**config.mk**
```make
export PLATFORM = sky130hd
export DESIGN_NAME = coeff_token_decoder
export DESIGN_NICKNAME = d
export VERILOG_FILES = /design/src/rtl/coeff_token_pkg.sv /design/src/rtl/chroma_dc_vlc.sv /design/src/rtl/coeff_token_decoder.sv /design/src/rtl/coeff_token_result.sv /design/src/rtl/coeff_token_window.sv /design/src/rtl/high_nc_flc.sv /design/src/rtl/mid_nc_vlc.sv
export VERILOG_INCLUDE_DIRS = /design/src /design/src/rtl
export SDC_FILE = /design/constraint.sdc
export NUM_CORES = 1
export LEC_CHECK = 0
export CAP_MARGIN = 20
export CELL_PAD_IN_SITES_DETAIL_PLACEMENT = 0
export CELL_PAD_IN_SITES_GLOBAL_PLACEMENT = 1
export CORE_UTILIZATION = 40
export CTS_CLUSTER_DIAMETER = 150
export DETAILED_ROUTE_END_ITERATION = 8
export DONT_BUFFER_PORTS = 1
export GPL_ROUTABILITY_DRIVEN = 0
export GPL_TIMING_DRIVEN = 0
export PLACE_DENSITY = 0.72
export SLEW_MARGIN = 10
export SYNTH_ARGS = -nofsm -noshare
export SYNTH_HDL_FRONTEND = slang
export SYNTH_SLANG_ARGS = --single-unit
```
**constraint.sdc**
```tcl
create_clock -name clk -period 5 [get_ports clk]
set_clock_uncertainty 0.05 [all_clocks]
set_input_delay 0.75 -clock clk [delete_from_list [all_inputs] [get_ports clk]]
set_output_delay 0.75 -clock clk [all_outputs]
set_load 0.05 [all_outputs]
```
**src/rtl/coeff_token_settings.svh**
```systemverilog
/*
  Bit widths and window lengths for the coeff_token decoder.
  Look-ahead and window vectors are numbered with bit 0 as the first stream bit.
*/
`ifndef COEFF_TOKEN_SETTINGS_SVH
`define COEFF_TOKEN_SETTINGS_SVH

// token fields
`define COEFF_TOTAL_W 5
`define COEFF_T1_W 2
`define COEFF_LEN_W 5

// nC is signed, -1 selects chroma DC
`define NC_W 5

// look-ahead and per-column windows
`define RBSP_W 16
`define CHROMA_DC_WIN 8
`define MID_NC_WIN 10
`define HIGH_NC_WIN 6

`endif

```
**src/rtl/coeff_token_pkg.sv**
```systemverilog
/*
  Types shared by the coeff_token decoder.
  Windows keep bit 0 as the first bit of the stream.
*/
`include "coeff_token_settings.svh"

`default_nettype none

package coeff_token_pkg;

	// decoded coeff_token, 12 bits
	typedef struct packed {
		logic [`COEFF_TOTAL_W-1:0] total_coeff;
		logic [`COEFF_T1_W-1:0]    trailing_ones;
		logic [`COEFF_LEN_W-1:0]   len;
	} coeff_token_t;

	// captured look-ahead per table column, 24 bits
	typedef struct packed {
		logic [0:`CHROMA_DC_WIN-1] chroma_dc;
		logic [0:`MID_NC_WIN-1]    mid;
		logic [0:`HIGH_NC_WIN-1]   high;
	} rbsp_windows_t;

	// table column picked by nC
	typedef enum logic [1:0] {
		class_chroma_dc,
		class_mid,
		class_high
	} nc_class_e;

endpackage

`default_nettype wire

```
**src/rtl/chroma_dc_vlc.sv**
```systemverilog
/*
  Chroma DC column (nC = -1), combinational.
  An all-zero window, not a legal code, returns the 0000000 entry.
*/
`include "coeff_token_settings.svh"

`timescale 1ns/10ps
`default_nettype none

module chroma_dc_vlc
	import coeff_token_pkg::*;
(
	input  logic [0:`CHROMA_DC_WIN-1] window,
	output coeff_token_t              token
);

	logic [3:0]                lead;
	logic [0:`CHROMA_DC_WIN-1] aligned;
	logic [0:1]                suffix;

	// position of the first one, window length when there is none
	always_comb begin
		lead = 4'(`CHROMA_DC_WIN);
		for (int i = `CHROMA_DC_WIN - 1; i >= 0; i--) begin
			if (window[i])
				lead = 4'(i);
		end
	end

	assign aligned = window << lead;
	assign suffix = aligned[1:2];

	// entries are {total_coeff, trailing_ones, len}
	always_comb begin
		case (lead)
			4'd0: token = '{5'd1, 2'd1, 5'd1};
			4'd1: token = '{5'd0, 2'd0, 5'd2};
			4'd2: token = '{5'd2, 2'd2, 5'd3};
			4'd3:
				case (suffix)
					2'b11:   token = '{5'd1, 2'd0, 5'd6};
					2'b00:   token = '{5'd2, 2'd0, 5'd6};
					2'b10:   token = '{5'd2, 2'd1, 5'd6};
					default: token = '{5'd3, 2'd3, 5'd6};
				endcase
			4'd4: token = suffix[0] ? '{5'd3, 2'd0, 5'd6} : '{5'd4, 2'd0, 5'd6};
			4'd5: token = suffix[0] ? '{5'd3, 2'd1, 5'd7} : '{5'd3, 2'd2, 5'd7};
			4'd6: token = suffix[0] ? '{5'd4, 2'd1, 5'd8} : '{5'd4, 2'd2, 5'd8};
			// seven leading zeros
			default: token = '{5'd4, 2'd3, 5'd7};
		endcase
	end

endmodule

`default_nettype wire

```
**src/rtl/coeff_token_decoder.sv**
```systemverilog
/*
  CAVLC coeff_token decoder for chroma DC and nC >= 4.
  Capture with ena and start, load the count pair with ena and sel.
*/
`include "coeff_token_settings.svh"

`timescale 1ns/10ps
`default_nettype none

module coeff_token_decoder
	import coeff_token_pkg::*;
(
	input  logic                      clk,
	input  logic                      rst_n,
	input  logic                      ena,
	input  logic                      start,
	input  logic                      sel,
	input  logic [0:`RBSP_W-1]        rbsp,
	input  logic signed [`NC_W-1:0]   nc,
	output coeff_token_t              token_comb,
	output logic [`COEFF_TOTAL_W-1:0] total_coeff,
	output logic [`COEFF_T1_W-1:0]    trailing_ones
);

	rbsp_windows_t windows;
	nc_class_e     nc_class;
	coeff_token_t  chroma_dc_token;
	coeff_token_t  mid_token;
	coeff_token_t  high_token;

	coeff_token_window u_window (
		.clk      (clk),
		.rst_n    (rst_n),
		.ena      (ena),
		.start    (start),
		.rbsp     (rbsp),
		.nc       (nc),
		.windows  (windows),
		.nc_class (nc_class)
	);

	// --------------------
	// table columns
	// --------------------
	chroma_dc_vlc u_chroma_dc (.window(windows.chroma_dc), .token(chroma_dc_token));
	mid_nc_vlc    u_mid       (.window(windows.mid), .token(mid_token));
	high_nc_flc   u_high      (.window(windows.high), .token(high_token));

	coeff_token_result u_result (
		.clk             (clk),
		.rst_n           (rst_n),
		.ena             (ena),
		.sel             (sel),
		.nc_class        (nc_class),
		.chroma_dc_token (chroma_dc_token),
		.mid_token       (mid_token),
		.high_token      (high_token),
		.token_comb      (token_comb),
		.total_coeff     (total_coeff),
		.trailing_ones   (trailing_ones)
	);

endmodule

`default_nettype wire

```
**src/rtl/coeff_token_result.sv**
```systemverilog
/*
  Picks the token of the active column and holds the registered count pair.
  len is only given combinationally.
*/
`include "coeff_token_settings.svh"

`timescale 1ns/10ps
`default_nettype none

module coeff_token_result
	import coeff_token_pkg::*;
(
	input  logic                      clk,
	input  logic                      rst_n,
	input  logic                      ena,
	input  logic                      sel,
	input  nc_class_e                 nc_class,
	input  coeff_token_t              chroma_dc_token,
	input  coeff_token_t              mid_token,
	input  coeff_token_t              high_token,
	output coeff_token_t              token_comb,
	output logic [`COEFF_TOTAL_W-1:0] total_coeff,
	output logic [`COEFF_T1_W-1:0]    trailing_ones
);

	logic load;

	// --------------------
	// output mux
	// --------------------
	always_comb begin
		case (nc_class)
			class_chroma_dc: token_comb = chroma_dc_token;
			class_high:      token_comb = high_token;
			default:         token_comb = mid_token;
		endcase
	end

	assign load = ena & sel;

	// count pair, holds until the next load
	always_ff @(posedge clk or negedge rst_n) begin
		if (!rst_n) begin
			total_coeff <= '0;
			trailing_ones <= '0;
		end else if (load) begin
			total_coeff <= token_comb.total_coeff;
			trailing_ones <= token_comb.trailing_ones;
		end
	end

endmodule

`default_nettype wire

```
**src/rtl/coeff_token_window.sv**
```systemverilog
/*
  Legal nC is -1 or 4..16. nC = 16 wraps onto the sign bit of the 5-bit field,
  so only the all-ones pattern counts as chroma DC. nC of 0..3 lands in the middle column.
*/
`include "coeff_token_settings.svh"

`timescale 1ns/10ps
`default_nettype none

module coeff_token_window
	import coeff_token_pkg::*;
(
	input  logic                     clk,
	input  logic                     rst_n,
	input  logic                     ena,
	input  logic                     start,
	input  logic [0:`RBSP_W-1]       rbsp,
	input  logic signed [`NC_W-1:0]  nc,
	output rbsp_windows_t            windows,
	output nc_class_e                nc_class
);

	logic capture;

	// --------------------
	// column select
	// --------------------
	always_comb begin
		if (&nc)
			nc_class = class_chroma_dc;
		else if (nc[4] | nc[3])
			nc_class = class_high;
		else
			nc_class = class_mid;
	end

	assign capture = ena & start;

	// --------------------
	// window capture
	// --------------------
	// only the selected column reloads, the other two hold their last window
	always_ff @(posedge clk or negedge rst_n) begin
		if (!rst_n) begin
			windows <= '0;
		end else if (capture) begin
			case (nc_class)
				class_chroma_dc: windows.chroma_dc <= rbsp[0:`CHROMA_DC_WIN-1];
				class_high:      windows.high <= rbsp[0:`HIGH_NC_WIN-1];
				default:         windows.mid <= rbsp[0:`MID_NC_WIN-1];
			endcase
		end
	end

endmodule

`default_nettype wire

```
**src/rtl/high_nc_flc.sv**
```systemverilog
/*
  Fixed-length column for nC >= 8. Every code is 6 bits.
*/
`include "coeff_token_settings.svh"

`timescale 1ns/10ps
`default_nettype none

module high_nc_flc
	import coeff_token_pkg::*;
(
	input  logic [0:`HIGH_NC_WIN-1] window,
	output coeff_token_t            token
);

	always_comb begin
		token.len = `COEFF_LEN_W'(`HIGH_NC_WIN);
		// 000011 is the only code for an empty block
		if (window == 6'b000011) begin
			token.total_coeff = '0;
			token.trailing_ones = '0;
		end else begin
			token.total_coeff = {1'b0, window[0:3]} + 5'd1;
			token.trailing_ones = window[4:5];
		end
	end

endmodule

`default_nettype wire

```
**src/rtl/mid_nc_vlc.sv**
```systemverilog
/*
  coeff_token column for 4 <= nC < 8, combinational. Codes are 4 to 10 bits.
  An all-zero window is treated as the 0000000001 entry, 16 coefficients.
*/
`include "coeff_token_settings.svh"

`timescale 1ns/10ps
`default_nettype none

module mid_nc_vlc
	import coeff_token_pkg::*;
(
	input  logic [0:`MID_NC_WIN-1] window,
	output coeff_token_t           token
);

	logic [3:0]             lead;
	logic [0:`MID_NC_WIN-1] aligned;
	logic [0:2]             suffix;

	always_comb begin
		lead = 4'(`MID_NC_WIN);
		for (int i = `MID_NC_WIN - 1; i >= 0; i--) begin
			if (window[i])
				lead = 4'(i);
		end
	end

	// bits that follow the leading one
	assign aligned = window << lead;
	assign suffix = aligned[1:3];

	// entries are {total_coeff, trailing_ones, len}
	always_comb begin
		case (lead)
			4'd0:
				case (suffix)
					3'b111:  token = '{5'd0, 2'd0, 5'd4};
					3'b110:  token = '{5'd1, 2'd1, 5'd4};
					3'b101:  token = '{5'd2, 2'd2, 5'd4};
					3'b100:  token = '{5'd3, 2'd3, 5'd4};
					3'b011:  token = '{5'd4, 2'd3, 5'd4};
					3'b010:  token = '{5'd5, 2'd3, 5'd4};
					3'b001:  token = '{5'd6, 2'd3, 5'd4};
					default: token = '{5'd7, 2'd3, 5'd4};
				endcase
			4'd1:
				case (suffix)
					3'b111:  token = '{5'd2, 2'd1, 5'd5};
					3'b100:  token = '{5'd3, 2'd1, 5'd5};
					3'b110:  token = '{5'd3, 2'd2, 5'd5};
					3'b010:  token = '{5'd4, 2'd1, 5'd5};
					3'b011:  token = '{5'd4, 2'd2, 5'd5};
					3'b000:  token = '{5'd5, 2'd1, 5'd5};
					3'b001:  token = '{5'd5, 2'd2, 5'd5};
					default: token = '{5'd8, 2'd3, 5'd5};
				endcase
			4'd2:
				case (suffix)
					3'b111:  token = '{5'd1, 2'd0, 5'd6};
					3'b011:  token = '{5'd2, 2'd0, 5'd6};
					3'b000:  token = '{5'd3, 2'd0, 5'd6};
					3'b110:  token = '{5'd6, 2'd1, 5'd6};
					3'b101:  token = '{5'd6, 2'd2, 5'd6};
					3'b010:  token = '{5'd7, 2'd1, 5'd6};
					3'b001:  token = '{5'd7, 2'd2, 5'd6};
					default: token = '{5'd9, 2'd3, 5'd6};
				endcase
			4'd3:
				case (suffix)
					3'b111:  token = '{5'd4, 2'd0, 5'd7};
					3'b011:  token = '{5'd5, 2'd0, 5'd7};
					3'b001:  token = '{5'd6, 2'd0, 5'd7};
					3'b000:  token = '{5'd7, 2'd0, 5'd7};
					3'b110:  token = '{5'd8, 2'd1, 5'd7};
					3'b101:  token = '{5'd8, 2'd2, 5'd7};
					3'b010:  token = '{5'd9, 2'd2, 5'd7};
					default: token = '{5'd10, 2'd3, 5'd7};
				endcase
			4'd4:
				case (suffix)
					3'b111:  token = '{5'd8, 2'd0, 5'd8};
					3'b011:  token = '{5'd9, 2'd0, 5'd8};
					3'b110:  token = '{5'd9, 2'd1, 5'd8};
					3'b010:  token = '{5'd10, 2'd1, 5'd8};
					3'b101:  token = '{5'd10, 2'd2, 5'd8};
					3'b001:  token = '{5'd11, 2'd2, 5'd8};
					3'b100:  token = '{5'd11, 2'd3, 5'd8};
					default: token = '{5'd12, 2'd3, 5'd8};
				endcase
			4'd5:
				case (suffix)
					3'b111:  token = '{5'd10, 2'd0, 5'd9};
					3'b011:  token = '{5'd11, 2'd0, 5'd9};
					3'b110:  token = '{5'd11, 2'd1, 5'd9};
					3'b000:  token = '{5'd12, 2'd0, 5'd9};
					3'b010:  token = '{5'd12, 2'd1, 5'd9};
					3'b101:  token = '{5'd12, 2'd2, 5'd9};
					3'b001:  token = '{5'd13, 2'd2, 5'd9};
					default: token = '{5'd13, 2'd3, 5'd9};
				endcase
			// only 0000001 mixes 9 and 10 bit codes
			4'd6:
				casez (suffix)
					3'b11?:  token = '{5'd13, 2'd1, 5'd9};
					3'b101:  token = '{5'd13, 2'd0, 5'd10};
					3'b001:  token = '{5'd14, 2'd0, 5'd10};
					3'b100:  token = '{5'd14, 2'd1, 5'd10};
					3'b011:  token = '{5'd14, 2'd2, 5'd10};
					3'b010:  token = '{5'd14, 2'd3, 5'd10};
					default: token = '{5'd15, 2'd1, 5'd10};
				endcase
			4'd7:
				case (suffix[0:1])
					2'b01:   token = '{5'd15, 2'd0, 5'd10};
					2'b11:   token = '{5'd15, 2'd2, 5'd10};
					2'b10:   token = '{5'd15, 2'd3, 5'd10};
					default: token = '{5'd16, 2'd1, 5'd10};
				endcase
			4'd8: token = suffix[0] ? '{5'd16, 2'd2, 5'd10} : '{5'd16, 2'd3, 5'd10};
			default: token = '{5'd16, 2'd0, 5'd10};
		endcase
	end

endmodule

`default_nettype wire

```
-- After elaboration in Yosys (flattened, before gate mapping)
Cells that the tools add are included.
- equal/unequal tests: 28
- multiplexer cells: 37
- bitwise logic cells: 4
- reductions and logical operators: 10
- add/sub/neg operators: 1
- shift operators: 2
- operators with widths (kind ; count):
    $pmux 11 s7 ; 3
    $pmux 10 s7 ; 3
    $pmux 12 s9 ; 1
    $pmux 12 s7 ; 1
    $mux 4 ; 16
    $pmux 9 s6 ; 1
    $pmux 12 s3 ; 1
    $eq 4x3->1 const B ; 7
    $pmux 9 s3 ; 1
    $pmux 12 s2 ; 1
    $mux 7 ; 3
    $eq 4x2->1 const B ; 4
    $eq 3x3->1 const B ; 4
    $eq 2x2->1 const B ; 5
    $mux 10 ; 1
    $shl 10x4->9 ; 1
    $eq 4x1->1 const B ; 2
    $logic_not 4->1 ; 2
    $mux 2 ; 4
    $shl 8x4->7 ; 1
    $eq 3x2->1 const B ; 2
    $eq 6x2->1 const B ; 1
    $mux 6 ; 1
    $reduce_and 2->1 ; 3
    11 further kinds ; 13
- output and inout bits: 19
- register bits after elaboration: 31
- input port bits: 26

-- Logic depth before layout (Yosys ltp)
- depth after elaboration: 15
- gate-level depth with buffers: 12
- gate-level depth less buffers: 11

-- Cells and area by module
From an unflattened synthesis, not the netlist that was laid out.
- cells, all modules: 399
- area total of the unflattened synthesis: 3428.3 sq um
- modules (own cells, without submodules) (module ; sequential area each (sq um) ; area each (sq um) ; times used ; cells an instance):
    mid_nc_vlc ; 0.0 ; 1146.1 ; 1 ; 179
    coeff_token_window ; 600.6 ; 992.2 ; 1 ; 56
    coeff_token_result ; 175.2 ; 650.6 ; 1 ; 71
    chroma_dc_vlc ; 0.0 ; 475.5 ; 1 ; 71
    high_nc_flc ; 0.0 ; 163.9 ; 1 ; 22

-- Worst setup path after synthesis
OpenSTA, ideal clock, no wires.
- kind: reg-to-output
- from: reg u_window.windows[12] (netlist name)
- to: out token_comb[0] (netlist name)
- cell stages (with the launch flop): 12
- path buffers: 3
- path slack: 0.896 ns
- arrival: 3.304 ns
- path through: dfrtp_1 -> buf_6 -> or4_4 -> buf_6 -> nand2_2 -> nand4_1 -> a22oi_2 -> buf_4 -> nand2_1 -> o31ai_1 -> a21oi_1 -> o21ai_0
- RTL lines (what ; line ; RTL):
    end: declaration ; coeff_token_decoder.sv:20 ; output coeff_token_t token_comb,

==> run metrics <==
CTS resizes=0; Final Hold Fails=0; Synth Register Bits=31; Final Core Density=46.27%; Syn Inst Count=354; initial antenna violation count=0; Placed Area=0.003088 mm2; vias in the first global route=2854; CTS root buf=clkbuf_8; Initial Util=42.47%; Synth Area in Compound Gates=between 30% and 40%; final setup fails=0; Layout area overhead=8.952%; R2R depth=10; total CTS buffers=5; status=finished clean; Buf+Inv Stages, Crit Path=2; ys async rst share=100.0%; die width=87.87 um; first drt pass iteration count=5; htree depth=2; Worst-Margin Slew=1.179 ns; relative slew slack=21.40%; num ports=45; Netlist cell types=slightly above 80; I/O Buffers=0; Synth Area in XOR/XNOR=1.188%; share of layout cells above drive strength 1=~18%; main combinational cell family by area after synthesis=compound AO/OA/AOI/OAI gates; gr ovfl total=0; Slew Viols, Final=0; worst skew pair latency=approximately 0.29 ns; Req. time, crit path=4.20 ns; setup bufs post-CTS=0; # clock sinks=31; DRC errors left=0; HP Class=primary input to async pin; Static Leak=0.001252 uW; Final ANT Viol Nets=0; CP delay by family, top=compound AO/OA/AOI/OAI gates; crit path launch type=register; CP arrival=3.84 ns; FP Rows=30; TritonCTS clock tree=built; DR vias=2983; Primary FF master, synth=dfrtp_1; Placeable Area=0.006944 mm2; reg-to-reg setup timing slack=approximately 1.2 ns; Post-synth EDFFs=0; cell chain of the critical path=buf_2 > nor2b_1 > a2111oi_1 > nor3_1 > a32o_1 > a22oi_2 > buf_4 > nand2_1 > o31ai_1 > a21oi_1 > o21ai_1; WL per Instance=19.71 um; Post-Layout Inst Area=0.003213 mm2; mux contribution to synthesized area=9.928%; simple-gate portion of the synthesized area=21.98%; vias per cell=about 6.5; Post-Syn Nets=385; hold_ws=slightly above 0.1 ns; Die ar.=~0.0077 mm2; first-pass GRT wire length=about 15000 um; CTS max path bufs=2; synthesized area=about 0.003 mm2; die height=87.87 um; Adder-Cell Fraction of Synth Area=2.843%; CP Max Fanout=10; RSZ-0062 raised after global routing=false; period utilisation layout=between 90% and 100%; maximum VDD drop=0.3263 mV; initial DRC count=339; setup TNS=0 ns; drt total wl=a little over 9000 um; syn_area_per_cell=8.331 um2; MaxCap Viol Count=0; yosys synthesis warning count=0; post-synthesis sequential area ratio=26.30%; # nets final=roughly 390; FF-to-FF End=u_result.total_coeff[4]; CTS Hold Bufs=0; endpoint class of the critical path=primary output; largest net degree at the start of global routing=32; Critical R2R Launch=u_window.windows[14]; overall routing resource usage=25.35%; diode count=0; Worst path max stage delay=0.80 ns; clock-pin slew on the worst setup and hold paths=0.07 ns; Crit Path Class=register to primary output; slowest CP cell=o21ai_1; DPL Wire Length=6999 um; minimum clock period=~4.6 ns; P per Cell Area=521.8 mW/mm2; Fmax=between 200 and 250 MHz
==> flip-flops by register name, indices dropped and copies added (netlist names) <==
| name | cells |
|---|---|
| u_result.total_coeff | 5 |
| u_result.trailing_ones | 2 |
| u_window.windows | 24 |
==> worst max-delay path by stage <==
stage                     slack (ns)  cells past startpoint                  from            end
after global placement          0.13                     11  u_window.windows[13]  token_comb[0]
after global routing            0.14                     11  u_window.windows[13]  token_comb[0]
after floorplan                 0.90                     11  u_window.windows[12]  token_comb[0]
after CTS                       0.27                     11  u_window.windows[13]  token_comb[0]
final                           0.36                     11  u_window.windows[13]  token_comb[0]
after detailed placement        0.58                     11  u_window.windows[13]  token_comb[0]
==> stage by stage <==
step	worst slack (ns)	total power [uW]	std cells
after floorplan	0.8959	1192	354
after global placement	0.1343	1398	450
after detailed placement	0.5797	1397	452
after CTS	0.2654	1662	460
after global routing	0.1354	1784	460
final	0.3586	1677	460
==> worst reg2reg max path, cell delays in order (launching register included) <==
cell and delay, ns:
dfrtp_1 0.43, buf_4 0.19, nor2_1 0.43, nand2_2 0.28, nand2_1 0.30, a32o_1 0.29
a22oi_2 0.11, buf_4 0.20, o31a_1 0.28, o22ai_1 0.88, mux2_2 0.31
==> cells in the final DEF, fill, tap and decap left out, types with 3 or more instances in the layout <==
cell / count
a211oi_1: 3
a21oi_1: 16
a221o_1: 3
a22o_1: 3
a2bb2oi_1: 3
a31oi_1: 6
and2_1: 3
buf_2: 3
buf_4: 6
buf_6: 3
clkbuf_1: 9
clkbuf_8: 6
dfrtp_1: 31
ha_1: 5
inv_1: 10
mux2_2: 22
mux2i_1: 3
nand2_1: 29
nand2_2: 4
nand2b_1: 7
nand3_1: 16
nand4_1: 4
nor2_1: 28
nor2b_1: 6
nor3_1: 6
nor4_2: 4
o211ai_1: 7
o21ai_0: 31
o221ai_1: 3
o22ai_1: 7
o31a_1: 4
o31ai_1: 6
==> cell usage after synthesis, types with 4 or more instances <==
cell type	number	area (um2)
mux2_2	22	247.7
o31ai_1	6	45.04
nand4_1	4	25.02
dfrtp_1	31	775.7
nor2b_1	6	37.54
nor2_1	28	105.1
a21oi_1	16	80.08
o31a_1	4	35.03
o22ai_1	7	43.79
ha_1	5	62.56
clkbuf_1	9	33.78
nand3_1	16	80.08
nor3_1	6	30.03
inv_1	10	37.54
o211ai_1	7	52.55
o21ai_0	32	160.2
nand2_2	4	25.02
buf_4	5	37.54
nand2_1	29	108.9
nand2b_1	7	43.79
a31oi_1	6	37.54
==> cell type report <==
type | instances | area, um2
Fill cell | 708 | 3731
Clock buffer | 6 | 82.58
Timing Repair Buffer | 2 | 11.26
Tap cell | 96 | 120.1
Multi-Input combinational cell | 292 | 2027
Buffer | 21 | 123.9
Inverter | 10 | 37.54
Sequential cell | 31 | 775.7
Clock inverter | 2 | 35.03
==> report_power, final <==
part | internal, uW | leakage, uW | switching [uW] | total [uW]
registers | 303 | 0.000385 | 128 | 431
clock network | 161 | 0.0000612 | 99.1 | 260
logic | 350 | 0.000806 | 635 | 985
==> metal layers <==
layer  global-route usage, %  share of wire [%]
met1                   36.50                 46
met2                   37.77                 44
met3                   5.090                7.9
met4                   8.197                2.3
met5                       0                  0
==> kinds of logic after synthesis <==
logic type	Yosys count
other	1
AOI/OAI and AO/OA	131
buffers and inverters	31
adders and majority gates	7
xor gates and xnor gates	4
muxes	26
DFF	31
and+or+nand+nor	123
Power figures use the tool's default switching activity.
